## config.mk

```make
export PLATFORM = sky130hd
export DESIGN_NAME = box_sum_top
export DESIGN_NICKNAME = d
export VERILOG_FILES = /design/src/rtl/box_sum_pkg.sv /design/src/rtl/box_sum_top.sv /design/src/rtl/column_accumulator.sv /design/src/rtl/pixel_intake.sv /design/src/rtl/result_emitter.sv /design/src/rtl/row_sequencer.sv /design/src/rtl/window_summer.sv
export SDC_FILE = /design/constraint.sdc
export NUM_CORES = 1
export LEC_CHECK = 0
export BUFFER_PORTS_ARGS = -buffer_cell sky130_fd_sc_hd__buf_2
export CAP_MARGIN = 40
export CORE_UTILIZATION = 55
export CTS_BUF_LIST = sky130_fd_sc_hd__clkbuf_8
export DETAILED_ROUTE_END_ITERATION = 7
export GPL_TIMING_DRIVEN = 0
export PLACE_DENSITY = 0.72
export SLEW_MARGIN = 5
export SYNTH_ARGS = -nofsm -noshare
export SYNTH_HDL_FRONTEND = slang
export SYNTH_HIERARCHICAL = 1
export SYNTH_SLANG_ARGS = --single-unit
```

## constraint.sdc

```tcl
create_clock -name clk -period 13 [get_ports clk]
set_clock_uncertainty 0.1 [all_clocks]
set_input_delay 2.6 -clock clk [delete_from_list [all_inputs] [get_ports clk]]
set_output_delay 2.6 -clock clk [all_outputs]
set_load 0.1 [all_outputs]
```

## src/rtl/box_sum_pkg.sv

```systemverilog
`default_nettype none

package box_sum_pkg;

  // ##########################################################
  // Data widths
  // ##########################################################

  parameter int pix_w = 8;  // Input pixel width.
  parameter int win   = 9;  // Horizontal window length.

  // 255 * 9 * 64 rows fits in 20 bits.
  parameter int acc_w = 20;

  // ##########################################################
  // Row sequencer states
  // ##########################################################

  typedef enum logic [2:0] {
    st_idle      = 3'd0,  // Waiting for the first pixel of a frame.
    st_clear     = 3'd1,  // Zeroing the column accumulators.
    st_row_start = 3'd2,  // Clearing the window.
    st_fill      = 3'd3,  // First win-1 pixels of a row.
    st_accum     = 3'd4,  // Full windows, one result each.
    st_finish    = 3'd5   // Frame done.
  } seq_state_e;

endpackage

`default_nettype wire

```

## src/rtl/box_sum_top.sv

```systemverilog
`timescale 1ns/10ps
`default_nettype none

module box_sum_top #(
  parameter int COLS = 16,
  parameter int ROWS = 4
) (
  input  wire logic                          clk,
  input  wire logic                          rst_n,
  input  wire logic                          in_req,
  input  wire logic [box_sum_pkg::pix_w-1:0] in_data,
  output logic                               in_ack,
  output logic                               out_req,
  output logic      [box_sum_pkg::acc_w-1:0] out_data,
  output logic                               out_last,
  input  wire logic                          out_ack,
  output logic                               frame_done
);

  logic                          pix_valid;
  logic [box_sum_pkg::pix_w-1:0] pix_data;
  logic                          pix_take;
  logic                          clr_en;
  logic                          ld_en;
  logic                          sum_en;
  logic                          cum_en;
  logic                          row_last;
  logic [$clog2(COLS)-1:0]       col_idx;
  logic [box_sum_pkg::acc_w-1:0] win_sum;
  logic                          res_valid;
  logic [box_sum_pkg::acc_w-1:0] res_data;
  logic                          res_last;
  logic                          res_ready;

  pixel_intake u_intake (
    .clk(clk), .rst_n(rst_n),
    .in_req(in_req), .in_data(in_data), .in_ack(in_ack),
    .pix_take(pix_take), .pix_valid(pix_valid), .pix_data(pix_data)
  );

  row_sequencer #(.COLS(COLS), .ROWS(ROWS)) u_seq (
    .clk(clk), .rst_n(rst_n),
    .pix_valid(pix_valid), .res_ready(res_ready), .pix_take(pix_take),
    .clr_en(clr_en), .ld_en(ld_en), .sum_en(sum_en), .cum_en(cum_en),
    .row_last(row_last), .col_idx(col_idx), .frame_done(frame_done)
  );

  // The take strobe doubles as the window shift.
  window_summer u_window (
    .clk(clk), .rst_n(rst_n),
    .ld_en(ld_en), .shift_en(pix_take), .sum_en(sum_en),
    .pix_data(pix_data), .win_sum(win_sum)
  );

  column_accumulator #(.COLS(COLS)) u_columns (
    .clk(clk), .rst_n(rst_n),
    .clr_en(clr_en), .cum_en(cum_en), .row_last(row_last),
    .col_idx(col_idx), .win_sum(win_sum),
    .res_valid(res_valid), .res_data(res_data), .res_last(res_last)
  );

  result_emitter u_emitter (
    .clk(clk), .rst_n(rst_n),
    .res_valid(res_valid), .res_data(res_data), .res_last(res_last),
    .res_ready(res_ready), .out_req(out_req), .out_data(out_data),
    .out_last(out_last), .out_ack(out_ack)
  );

endmodule

`default_nettype wire

```

## src/rtl/column_accumulator.sv

```systemverilog
`timescale 1ns/10ps
`default_nettype none

module column_accumulator #(
  parameter int COLS = 16
) (
  input  wire logic                          clk,
  input  wire logic                          rst_n,
  input  wire logic                          clr_en,
  input  wire logic                          cum_en,
  input  wire logic                          row_last,
  input  wire logic [$clog2(COLS)-1:0]       col_idx,
  input  wire logic [box_sum_pkg::acc_w-1:0] win_sum,
  output logic                               res_valid,
  output logic      [box_sum_pkg::acc_w-1:0] res_data,
  output logic                               res_last
);

  localparam int col_w     = $clog2(COLS);
  localparam int first_col = box_sum_pkg::win - 1;
  localparam logic [col_w-1:0] last_col = col_w'(COLS - 1);

  // Columns left of the first full window have no entry.
  logic [box_sum_pkg::acc_w-1:0] acc_mem [first_col:COLS-1];
  logic [box_sum_pkg::acc_w-1:0] acc_new;
  logic                          col_ok;

  assign col_ok  = (col_idx >= first_col);
  assign acc_new = acc_mem[col_idx] + win_sum;

  // ##########################################################
  // Accumulator array
  // ##########################################################

  always_ff @(posedge clk) begin
    if (clr_en && col_ok) begin
      acc_mem[col_idx] <= '0;  // Frame start.
    end else if (cum_en && col_ok) begin
      acc_mem[col_idx] <= acc_new;
    end
  end

  // ##########################################################
  // Result register
  // ##########################################################

  always_ff @(posedge clk) begin
    if (!rst_n) begin
      res_valid <= 1'b0;
    end else begin
      res_valid <= cum_en && col_ok;
    end
  end

  always_ff @(posedge clk) begin
    if (cum_en) begin
      res_data <= acc_new;  // Same total as written back.
      res_last <= row_last && (col_idx == last_col);
    end
  end

endmodule

`default_nettype wire

```

## src/rtl/pixel_intake.sv

```systemverilog
`timescale 1ns/10ps
`default_nettype none

module pixel_intake (
  input  wire logic                          clk,
  input  wire logic                          rst_n,
  input  wire logic                          in_req,
  input  wire logic [box_sum_pkg::pix_w-1:0] in_data,
  output logic                               in_ack,
  input  wire logic                          pix_take,
  output logic                               pix_valid,
  output logic      [box_sum_pkg::pix_w-1:0] pix_data
);

  logic buf_full;
  logic capture;

  // New request, previous handshake closed, room in the buffer.
  assign capture   = in_req && !in_ack && !buf_full;
  assign pix_valid = buf_full;

  // ##########################################################
  // Slave side of the four-phase link
  // ##########################################################

  always_ff @(posedge clk) begin
    if (!rst_n) begin
      in_ack   <= 1'b0;
      buf_full <= 1'b0;
    end else if (capture) begin
      in_ack   <= 1'b1;
      buf_full <= 1'b1;
    end else begin
      if (in_ack && !in_req) begin
        in_ack <= 1'b0;  // Request withdrawn.
      end
      if (pix_take) begin
        buf_full <= 1'b0;  // Sequencer consumed the pixel.
      end
    end
  end

  // One-entry buffer.
  always_ff @(posedge clk) begin
    if (capture) begin
      pix_data <= in_data;
    end
  end

endmodule

`default_nettype wire

```

## src/rtl/result_emitter.sv

```systemverilog
`timescale 1ns/10ps
`default_nettype none

module result_emitter (
  input  wire logic                          clk,
  input  wire logic                          rst_n,
  input  wire logic                          res_valid,
  input  wire logic [box_sum_pkg::acc_w-1:0] res_data,
  input  wire logic                          res_last,
  output logic                               res_ready,
  output logic                               out_req,
  output logic      [box_sum_pkg::acc_w-1:0] out_data,
  output logic                               out_last,
  input  wire logic                          out_ack
);

  typedef enum logic [1:0] {
    em_idle = 2'd0,  // Holding register empty.
    em_req  = 2'd1,  // Request raised, waiting for ack.
    em_wait = 2'd2   // Waiting for ack to drop.
  } em_state_e;

  em_state_e state;

  // A result in flight from the column stage counts as occupied.
  assign res_ready = (state == em_idle) && !res_valid;
  assign out_req   = (state == em_req);

  always_ff @(posedge clk) begin
    if (!rst_n) begin
      state <= em_idle;
    end else begin
      case (state)
        em_idle: if (res_valid) state <= em_req;
        em_req:  if (out_ack) state <= em_wait;
        em_wait: if (!out_ack) state <= em_idle;
        default: state <= em_idle;
      endcase
    end
  end

  // Data stays put for the whole handshake.
  always_ff @(posedge clk) begin
    if (state == em_idle && res_valid) begin
      out_data <= res_data;
      out_last <= res_last;
    end
  end

endmodule

`default_nettype wire

```

## src/rtl/row_sequencer.sv

```systemverilog
`timescale 1ns/10ps
`default_nettype none

module row_sequencer #(
  parameter int COLS = 16,
  parameter int ROWS = 4
) (
  input  wire logic                    clk,
  input  wire logic                    rst_n,
  input  wire logic                    pix_valid,
  input  wire logic                    res_ready,
  output logic                         pix_take,
  output logic                         clr_en,
  output logic                         ld_en,
  output logic                         sum_en,
  output logic                         cum_en,
  output logic                         row_last,
  output logic [$clog2(COLS)-1:0]      col_idx,
  output logic                         frame_done
);

  localparam int col_w = $clog2(COLS);
  localparam int row_w = (ROWS > 1) ? $clog2(ROWS) : 1;
  localparam logic [col_w-1:0] last_col = col_w'(COLS - 1);
  localparam logic [col_w-1:0] fill_end = col_w'(box_sum_pkg::win - 2);
  localparam logic [row_w-1:0] last_row = row_w'(ROWS - 1);

  box_sum_pkg::seq_state_e state, next_state;
  logic [col_w-1:0] col_cnt;
  logic [row_w-1:0] row_cnt;
  logic [col_w-1:0] acc_col;
  logic             take;

  // In accumulate, at most one result may be in the pipeline.
  assign take = (state == box_sum_pkg::st_fill && pix_valid) ||
                (state == box_sum_pkg::st_accum && pix_valid && res_ready && !cum_en);

  always_ff @(posedge clk) begin
    if (!rst_n) begin
      state <= box_sum_pkg::st_idle;
    end else begin
      state <= next_state;
    end
  end

  always_comb begin
    next_state = state;
    case (state)
      box_sum_pkg::st_idle:      if (pix_valid) next_state = box_sum_pkg::st_clear;
      box_sum_pkg::st_clear:     if (col_cnt == last_col) next_state = box_sum_pkg::st_row_start;
      box_sum_pkg::st_row_start: next_state = box_sum_pkg::st_fill;
      box_sum_pkg::st_fill:      if (take && col_cnt == fill_end) next_state = box_sum_pkg::st_accum;
      box_sum_pkg::st_accum: begin
        if (take && col_cnt == last_col) begin
          next_state = (row_cnt == last_row) ? box_sum_pkg::st_finish
                                             : box_sum_pkg::st_row_start;
        end
      end
      box_sum_pkg::st_finish:    next_state = box_sum_pkg::st_idle;
      default:                   next_state = box_sum_pkg::st_idle;
    endcase
  end

  // ##########################################################
  // Stage enables
  // ##########################################################

  always_comb begin
    pix_take   = take;
    clr_en     = (state == box_sum_pkg::st_clear);
    ld_en      = (state == box_sum_pkg::st_row_start);
    sum_en     = (state == box_sum_pkg::st_fill) || (state == box_sum_pkg::st_accum);
    frame_done = (state == box_sum_pkg::st_finish);
  end

  assign col_idx = (state == box_sum_pkg::st_clear) ? col_cnt : acc_col;

  always_ff @(posedge clk) begin
    if (!rst_n) begin
      col_cnt <= '0;
      row_cnt <= '0;
    end else begin
      case (state)
        box_sum_pkg::st_clear: begin
          col_cnt <= (col_cnt == last_col) ? '0 : col_cnt + 1'b1;
          row_cnt <= '0;
        end
        box_sum_pkg::st_row_start: col_cnt <= '0;
        box_sum_pkg::st_fill, box_sum_pkg::st_accum: begin
          if (take && col_cnt == last_col) begin
            col_cnt <= '0;
            row_cnt <= row_cnt + 1'b1;  // Wraps unused after the last row.
          end else if (take) begin
            col_cnt <= col_cnt + 1'b1;
          end
        end
        default: col_cnt <= '0;
      endcase
    end
  end

  // cum_en trails the take by one cycle, when win_sum has settled.
  always_ff @(posedge clk) begin
    if (!rst_n) begin
      cum_en   <= 1'b0;
      acc_col  <= '0;
      row_last <= 1'b0;
    end else begin
      cum_en <= take && (state == box_sum_pkg::st_accum);
      if (take) begin
        acc_col  <= col_cnt;
        row_last <= (row_cnt == last_row);
      end
    end
  end

endmodule

`default_nettype wire

```

## src/rtl/window_summer.sv

```systemverilog
`timescale 1ns/10ps
`default_nettype none

module window_summer (
  input  wire logic                          clk,
  input  wire logic                          rst_n,
  input  wire logic                          ld_en,
  input  wire logic                          shift_en,
  input  wire logic                          sum_en,
  input  wire logic [box_sum_pkg::pix_w-1:0] pix_data,
  output logic      [box_sum_pkg::acc_w-1:0] win_sum
);

  localparam int ext_w = box_sum_pkg::acc_w - box_sum_pkg::pix_w;

  logic [box_sum_pkg::pix_w-1:0] win_q [0:box_sum_pkg::win-1];
  logic [box_sum_pkg::acc_w-1:0] sum_q;
  logic [box_sum_pkg::acc_w-1:0] new_ext;
  logic [box_sum_pkg::acc_w-1:0] old_ext;
  logic                          step;

  assign step    = shift_en && sum_en;
  assign new_ext = {{ext_w{1'b0}}, pix_data};
  assign old_ext = {{ext_w{1'b0}}, win_q[box_sum_pkg::win-1]};  // Pixel leaving the window.
  assign win_sum = sum_q;

  // ##########################################################
  // Pixel window
  // ##########################################################

  always_ff @(posedge clk) begin
    if (ld_en) begin
      for (int i = 0; i < box_sum_pkg::win; i++) begin
        win_q[i] <= '0;
      end
    end else if (step) begin
      win_q[0] <= pix_data;
      for (int i = 1; i < box_sum_pkg::win; i++) begin
        win_q[i] <= win_q[i-1];
      end
    end
  end

  // ##########################################################
  // Running sum
  // ##########################################################

  // Add the newcomer and drop the oldest, so the sum never rescans the window.
  always_ff @(posedge clk) begin
    if (!rst_n) begin
      sum_q <= '0;
    end else if (ld_en) begin
      sum_q <= '0;  // New row.
    end else if (step) begin
      sum_q <= sum_q + new_ext - old_ext;
    end
  end

endmodule

`default_nettype wire

```

# After elaboration in Yosys (flattened, before gate mapping)
# Memory sizes are Yosys's and may differ from the RTL's.
# Index checks and enable logic that the tools add are counted.
# word_totals
in_bits	12
latch_bits	0
regBits	90
n_memories	2
output_inout_bits	24
ramBits	232
mem_bits_ro	0
word_cells	129
# op_classes
n_reduce_logical	33
addsub	5
n_shift	0
bitwise_logic	11
multipliers	0
eq_ne	20
magnitude_cmp	1
muxes	41
n_div	0
# memory_table
name	words	word_bits	rd	rd_ports_with_merged_regs	write_ports	line	text
u_columns.acc_mem	8	20	1	0	1	column_accumulator.sv:24	logic [box_sum_pkg::acc_w-1:0] acc_mem [first_col:COLS-1];
u_window.win_q	9	8	9	0	9	window_summer.sv:16	logic [box_sum_pkg::pix_w-1:0] win_q [0:box_sum_pkg::win-1];
# op_table
op	n
$mux W8	9
$add A20 B20 Y20	1
$add A20 B8 Y20	1
$mux W20	1
$sub A20 B8 Y20	1
$logic_and A1 B1 Y1	16
$mux W4	4
$mux W3	5
$pmux W3 S5	1
$mux W1	14
$ne A2 B2 Y1 const B	5
$or A1 B1 Y1	10
$eq A4 B4 Y1 const B	2
$mux W2	4
$pmux W4 S2	1
$eq A3 B2 Y1 const B	2
$eq A3 B3 Y1 const B	2
$ne A2 B1 Y1 const B	3
$pmux W2 S3	1
$reduce_bool A2 Y1	3
$logic_not A1 Y1	5
$add A4 B1 Y4 const B	1
$eq A2 B2 Y1 const B	2
$eq A4 B3 Y1 const B	1
14 further kinds	16

# Depth between registers and ports, before layout
# depth
depth_word	10
depth_mapped	17
depth_no_buf	14

# Cells and area by module
# The synthesis kept the hierarchy.
# by_module_without_submodules
mod	cells_each	seq_area_each_um2	instances	area_each_um2
column_accumulator	481	5455.2	1	7922.6
window_summer	421	2562.5	1	4677.0
row_sequencer	97	300.3	1	924.6
result_emitter	32	670.6	1	728.2
pixel_intake	16	280.3	1	321.6

# Least setup slack after synthesis
# Ideal clock, no wire load.
# synth_path
path_type	flip-flop to output port
from	register u_seq.state[0]
to	output frame_done
path_stages_with_launch	4
path_buffers	1
required_ns	10.300
setup_slack_ns	7.518
t_arrival_ns	2.782
path_cell_list	dfxtp_1 > buf_4 > inv_1 > nor3b_1
# synth_via
elab_chain_len	1
# synth_rtl
item	line	text
from (decl)	row_sequencer.sv:28	box_sum_pkg::seq_state_e state, next_state;
from (signal assigned)	row_sequencer.sv:40	state <= box_sum_pkg::st_idle;
from (signal assigned)	row_sequencer.sv:42	state <= next_state;
$eq A3 B3 Y1	row_sequencer.sv:73	frame_done = (state == box_sum_pkg::st_finish);
to (decl)	box_sum_top.sv:17	output logic frame_done
# Every way passes these cells.

# Worst setup path in the final report
# layout_path
from	register u_seq.state[0]
to	memory u_columns/acc_mem[10][19] in the netlist's numbering, data pin
# layout_via
elab_chain_len	8
elab_cells_between_ends	11
classes_between	1 x add/sub; 1 x order compare; 1 x eq/ne; 5 x mux; 2 x reduce/logical; 1 x memory
# layout_rtl
item	line	text
$eq A3 B1 Y1 *	row_sequencer.sv:70	clr_en = (state == box_sum_pkg::st_clear);
named net clr_en	box_sum_top.sv:23	logic clr_en;
$mux W4 *	row_sequencer.sv:76	assign col_idx = (state == box_sum_pkg::st_clear) ? col_cnt : acc_col;
named net col_idx[1]	box_sum_top.sv:28	logic [$clog2(COLS)-1:0] col_idx;
parallel branches: the longest is 5 deep, another holds $mem_v2 Z8 W20	n/a	
$mux W20 (no source line) *	n/a	
to (decl)	column_accumulator.sv:24	
# Mark *: on every way through the listed nets, which the timed path passes.

==> flow_summary.ini <==
[detailed_routing]
drt_iter0_drc = 721
detailroute.via_count = 8561
drt_drc_violations_left = 0
wl_per_cell_um = 19.5
detail_route.wirelength_um = 29700
ant_nets = 0
detail_route.first_pass.iterations = 5
viasPerCell = 5.60

[outcome]
outcome = finished clean

[final_layout]
area.growth.synth_to_final_pct = 12.7
n_antenna_cell = 0
final_core_util_pct = 63.0
final_layout_size_suffix_gt1_share_pct = 19.1
filler_cells_inserted = 1882
finalNetCount = 1213

[synthesis]
syn_avg_cell_area_um2 = 13.9
yosys_warnings = 6
synth.cells.most_frequent = 282 x edfxtp_1, 111 x nand2_1, 84 x and2_1
synthFlopType = edfxtp_1
postSynth.asyncResetShare_pct = 0
synth_enable_flop_cells = 282
synthMostInstantiatedCell = edfxtp_1
netlist.area_leader.share_pct = 58.1
synth_cell_type_count = 84
synth_seq_area_share_pct = 63.6
synthesis.instances = 1047
syn_nets = 1109
mapped_area_mm2 = 0.0146
synth.area.top_cells = edfxtp_1 58%, mux4_2 6.2%, dfxtp_1 5.5%
yosys_register_bits = 322
synth_largest_area_cell = edfxtp_1

[setup_path]
worst_path_cell_trace = buf_4 > inv_1 > nor3_2 > mux2_2 > clkbuf_1 > clkbuf_1 > mux4_2 > nand2_1 > nand2_1 > ha_1 > and4_1 > o2bb2ai_1 > nor3_2 > a211oi_2 > o22ai_1 > mux2i_1
cp-startpoint = u_seq/state[0]$_SDFFE_PN0P_
critPathKind = register to register
required_ps = 13180
start_kind = register
rr_startpoint = u_seq/state[0]$_SDFFE_PN0P_
crit-reg2reg-capture = u_columns/acc_mem[10][19]$_DFFE_PP_
worstPathArrival_ps = 5950
r2r_setup_slack_ps = 7220
critPathMaxFanout = 11
worstSetupEndpoint = u_columns/acc_mem[10][19]$_DFFE_PP_
timing.critical_path.slowest_cell_delay_ps = 690
worstSetupEndpointType = register
r2r.worst_path.cells = 16
critPathSlowestCell = clkbuf_1

[floorplan]
fp.dieArea_mm2 = 0.0272
starting_density_of_the_core_pct = 55.9
floorplan.rows = 59
core_area_mm2 = 0.0261
die_y_um = 165
chipWidth_um = 165
io-pin-count = 36

[placement]
dp_hpwl_um = 20600
finalWeightedCongestion = 0.902
placement.io_buffers = 35

[sta]
hold_viol = 0
worst_slew_margin_rel_pct = 42.8
tightestPinTransition_ps = 854
timing.final.crit_share_pct = 44.4
post-route-min-period_ps = 5780
fmax_mhz = 173
grt_setup_unrepaired = no
setup-tns-final_ps = 0
drv_slew = 0
final-setup-viol-count = 0

[power_and_ir_drop]
net_switching_power_figure_uw = 488
vdd.ir_drop.worst_mv = 0.110
power_frac_seq_pct = 53.8
pwr-share-clk_pct = 39.8
pwr_density_cell_mw_per_mm2 = 129
leakagePower_nw = 5.63
power_share_of_the_combinational_group_pct = 6.4
internal_power_mw = 1.63
swShare_pct = 23.1

[clock_tree]
cts_max_path_buffers = 3
postCtsSetupBuffers = 0
clock_insertion_delay_worst_skew_ps = 580
cts_repair_resize_count = 0
clock-sinks = 322
htreeDepth = 2
cts_root_buffer = clkbuf_8
cts.clk_slew.worst_paths_ps = 60
holdBufCountCts = 0
tritoncts_clock_tree = done
tritoncts.num_buffers = 52

[global_routing]
number_of_antenna_violations_at_the_first_check_in_global_routing = 0
track_usage_pct = 22.8
grt.overflow.total = 0
grt_pass1_wl_um = 46200
grt_max_degree = 44
first_global_vias = 8491

[worst_hold_path]
holdPathStages = 0
hold_path.class = register to register

[run]
maxCapViolations = 0
-- routing by layer --
layer,part of all wire [%],up-vias,track usage (%)
li1,-,4111,-
met1,45,4226,30.8
met2,49,179,38.2
met3,4.6,45,4.04
met4,2.0,0,6.13
met5,0,-,0
-- layout by cell type (no fill, tap or decap), types with 5 or more instances in the layout --
master,n
inv_1,67
nand2b_1,9
mux2i_1,10
clkbuf_8,60
a21oi_1,53
a211oi_2,5
clkinv_1,10
buf_1,5
dfxtp_1,40
o21ai_1,11
xnor2_1,16
a21o_1,18
o211ai_1,5
nor2b_1,7
nand2_1,111
nor3_1,16
fa_1,9
nor2_1,30
and2_1,84
and3_1,8
clkinv_2,9
ha_1,41
buf_6,7
o21a_1,5
buf_8,5
nand3_1,17
buf_2,45
buf_4,7
nor2_2,6
xor2_1,13
mux4_2,40
clkbuf_1,21
edfxtp_1,282
o21ai_0,18
-- power groups by stage --
| stage | clock, mW | sequential, mW | combinational [mW] |
|---|---|---|---|
| after CTS | 0.867 | 1.14 | 0.135 |
| after floorplan | 0 | 1.16 | 0.102 |
| after detailed placement | 0 | 1.16 | 0.134 |
| after global placement | 0 | 1.16 | 0.130 |
| after global routing | 0.912 | 1.14 | 0.149 |
| final | 0.843 | 1.14 | 0.135 |
-- area by class of cell --
class / instances / area, µm² / share of cell area, %
Sequential cell: 322 / 9270 / 56.4
Clock inverter: 36 / 201 / 1.23
Buffer: 42 / 210 / 1.28
Tap cell: 335 / 419 / 2.55
Multi-Input combinational cell: 627 / 4920 / 30.0
Timing Repair Buffer: 50 / 367 / 2.23
Inverter: 56 / 210 / 1.28
Clock buffer: 60 / 826 / 5.03
-- worst max-delay path, delay by kind of cell, from the launching register on --
kind | cells | cell delay (ps)
AOI/OAI and AO/OA | 3 | 680
adders and majority gates | 1 | 370
buffers and inverters | 4 | 1370
DFF | 1 | 340
muxes | 3 | 1270
and+or+nand+nor | 5 | 1340
-- state kept, by name, indices dropped and copies added (netlist names), 2 cells and up --
name and count:
u_emitter/state 2, u_window/win_q 72, u_seq/col_cnt 4, u_emitter/out_data 20, u_columns/res_data 20, u_intake/pix_data 8, u_seq/state 3, u_columns/acc_mem 160
u_seq/acc_col 4, u_window/win_sum 20, u_seq/row_cnt 2
-- cell families (layout without fill, tap and decap cells) --
kind of cell | after synthesis | in the layout | share of synthesized area, %
AOI/OAI and AO/OA | 164 | 164 | 7.96
xor gates and xnor gates | 29 | 29 | 1.74
adders and majority gates | 50 | 50 | 4.76
buffers and inverters | 98 | 244 | 2.88
DFF | 322 | 322 | 63.6
muxes | 55 | 55 | 7.28
and+or+nand+nor | 329 | 329 | 11.8
-- worst min path at each step --
stage,from,end
final,u_columns/res_data[15]$_DFFE_PP_,u_emitter/out_data[15]$_DFFE_PP_
after global routing,u_columns/res_data[15]$_DFFE_PP_,u_emitter/out_data[15]$_DFFE_PP_
after CTS,u_columns/res_data[10]$_DFFE_PP_,u_emitter/out_data[10]$_DFFE_PP_
after detailed placement,u_columns/res_data[9]$_DFFE_PP_,u_emitter/out_data[9]$_DFFE_PP_
after global placement,u_columns/res_data[14]$_DFFE_PP_,u_emitter/out_data[14]$_DFFE_PP_
after floorplan,u_columns/res_data[0]$_DFFE_PP_,u_emitter/out_data[0]$_DFFE_PP_
-- through the flow --
stage | power, mW | setup WS [ps] | cells | instance area [µm²] | hold slack (ps)
2_1_floorplan | 1.26 | 7520 | 1047 | 14600 | 300
3_3_place_gp | 1.29 | 7230 | 1417 | 15200 | 303
3_5_place_dp | 1.30 | 7210 | 1432 | 15400 | 307
4_1_cts | 2.14 | 7160 | 1528 | 16400 | 325
5_1_grt | 2.20 | 6700 | 1528 | 16400 | 327
6_report | 2.12 | 7220 | 1528 | 16400 | 324
No activity file was read; power rests on OpenSTA's default activity.
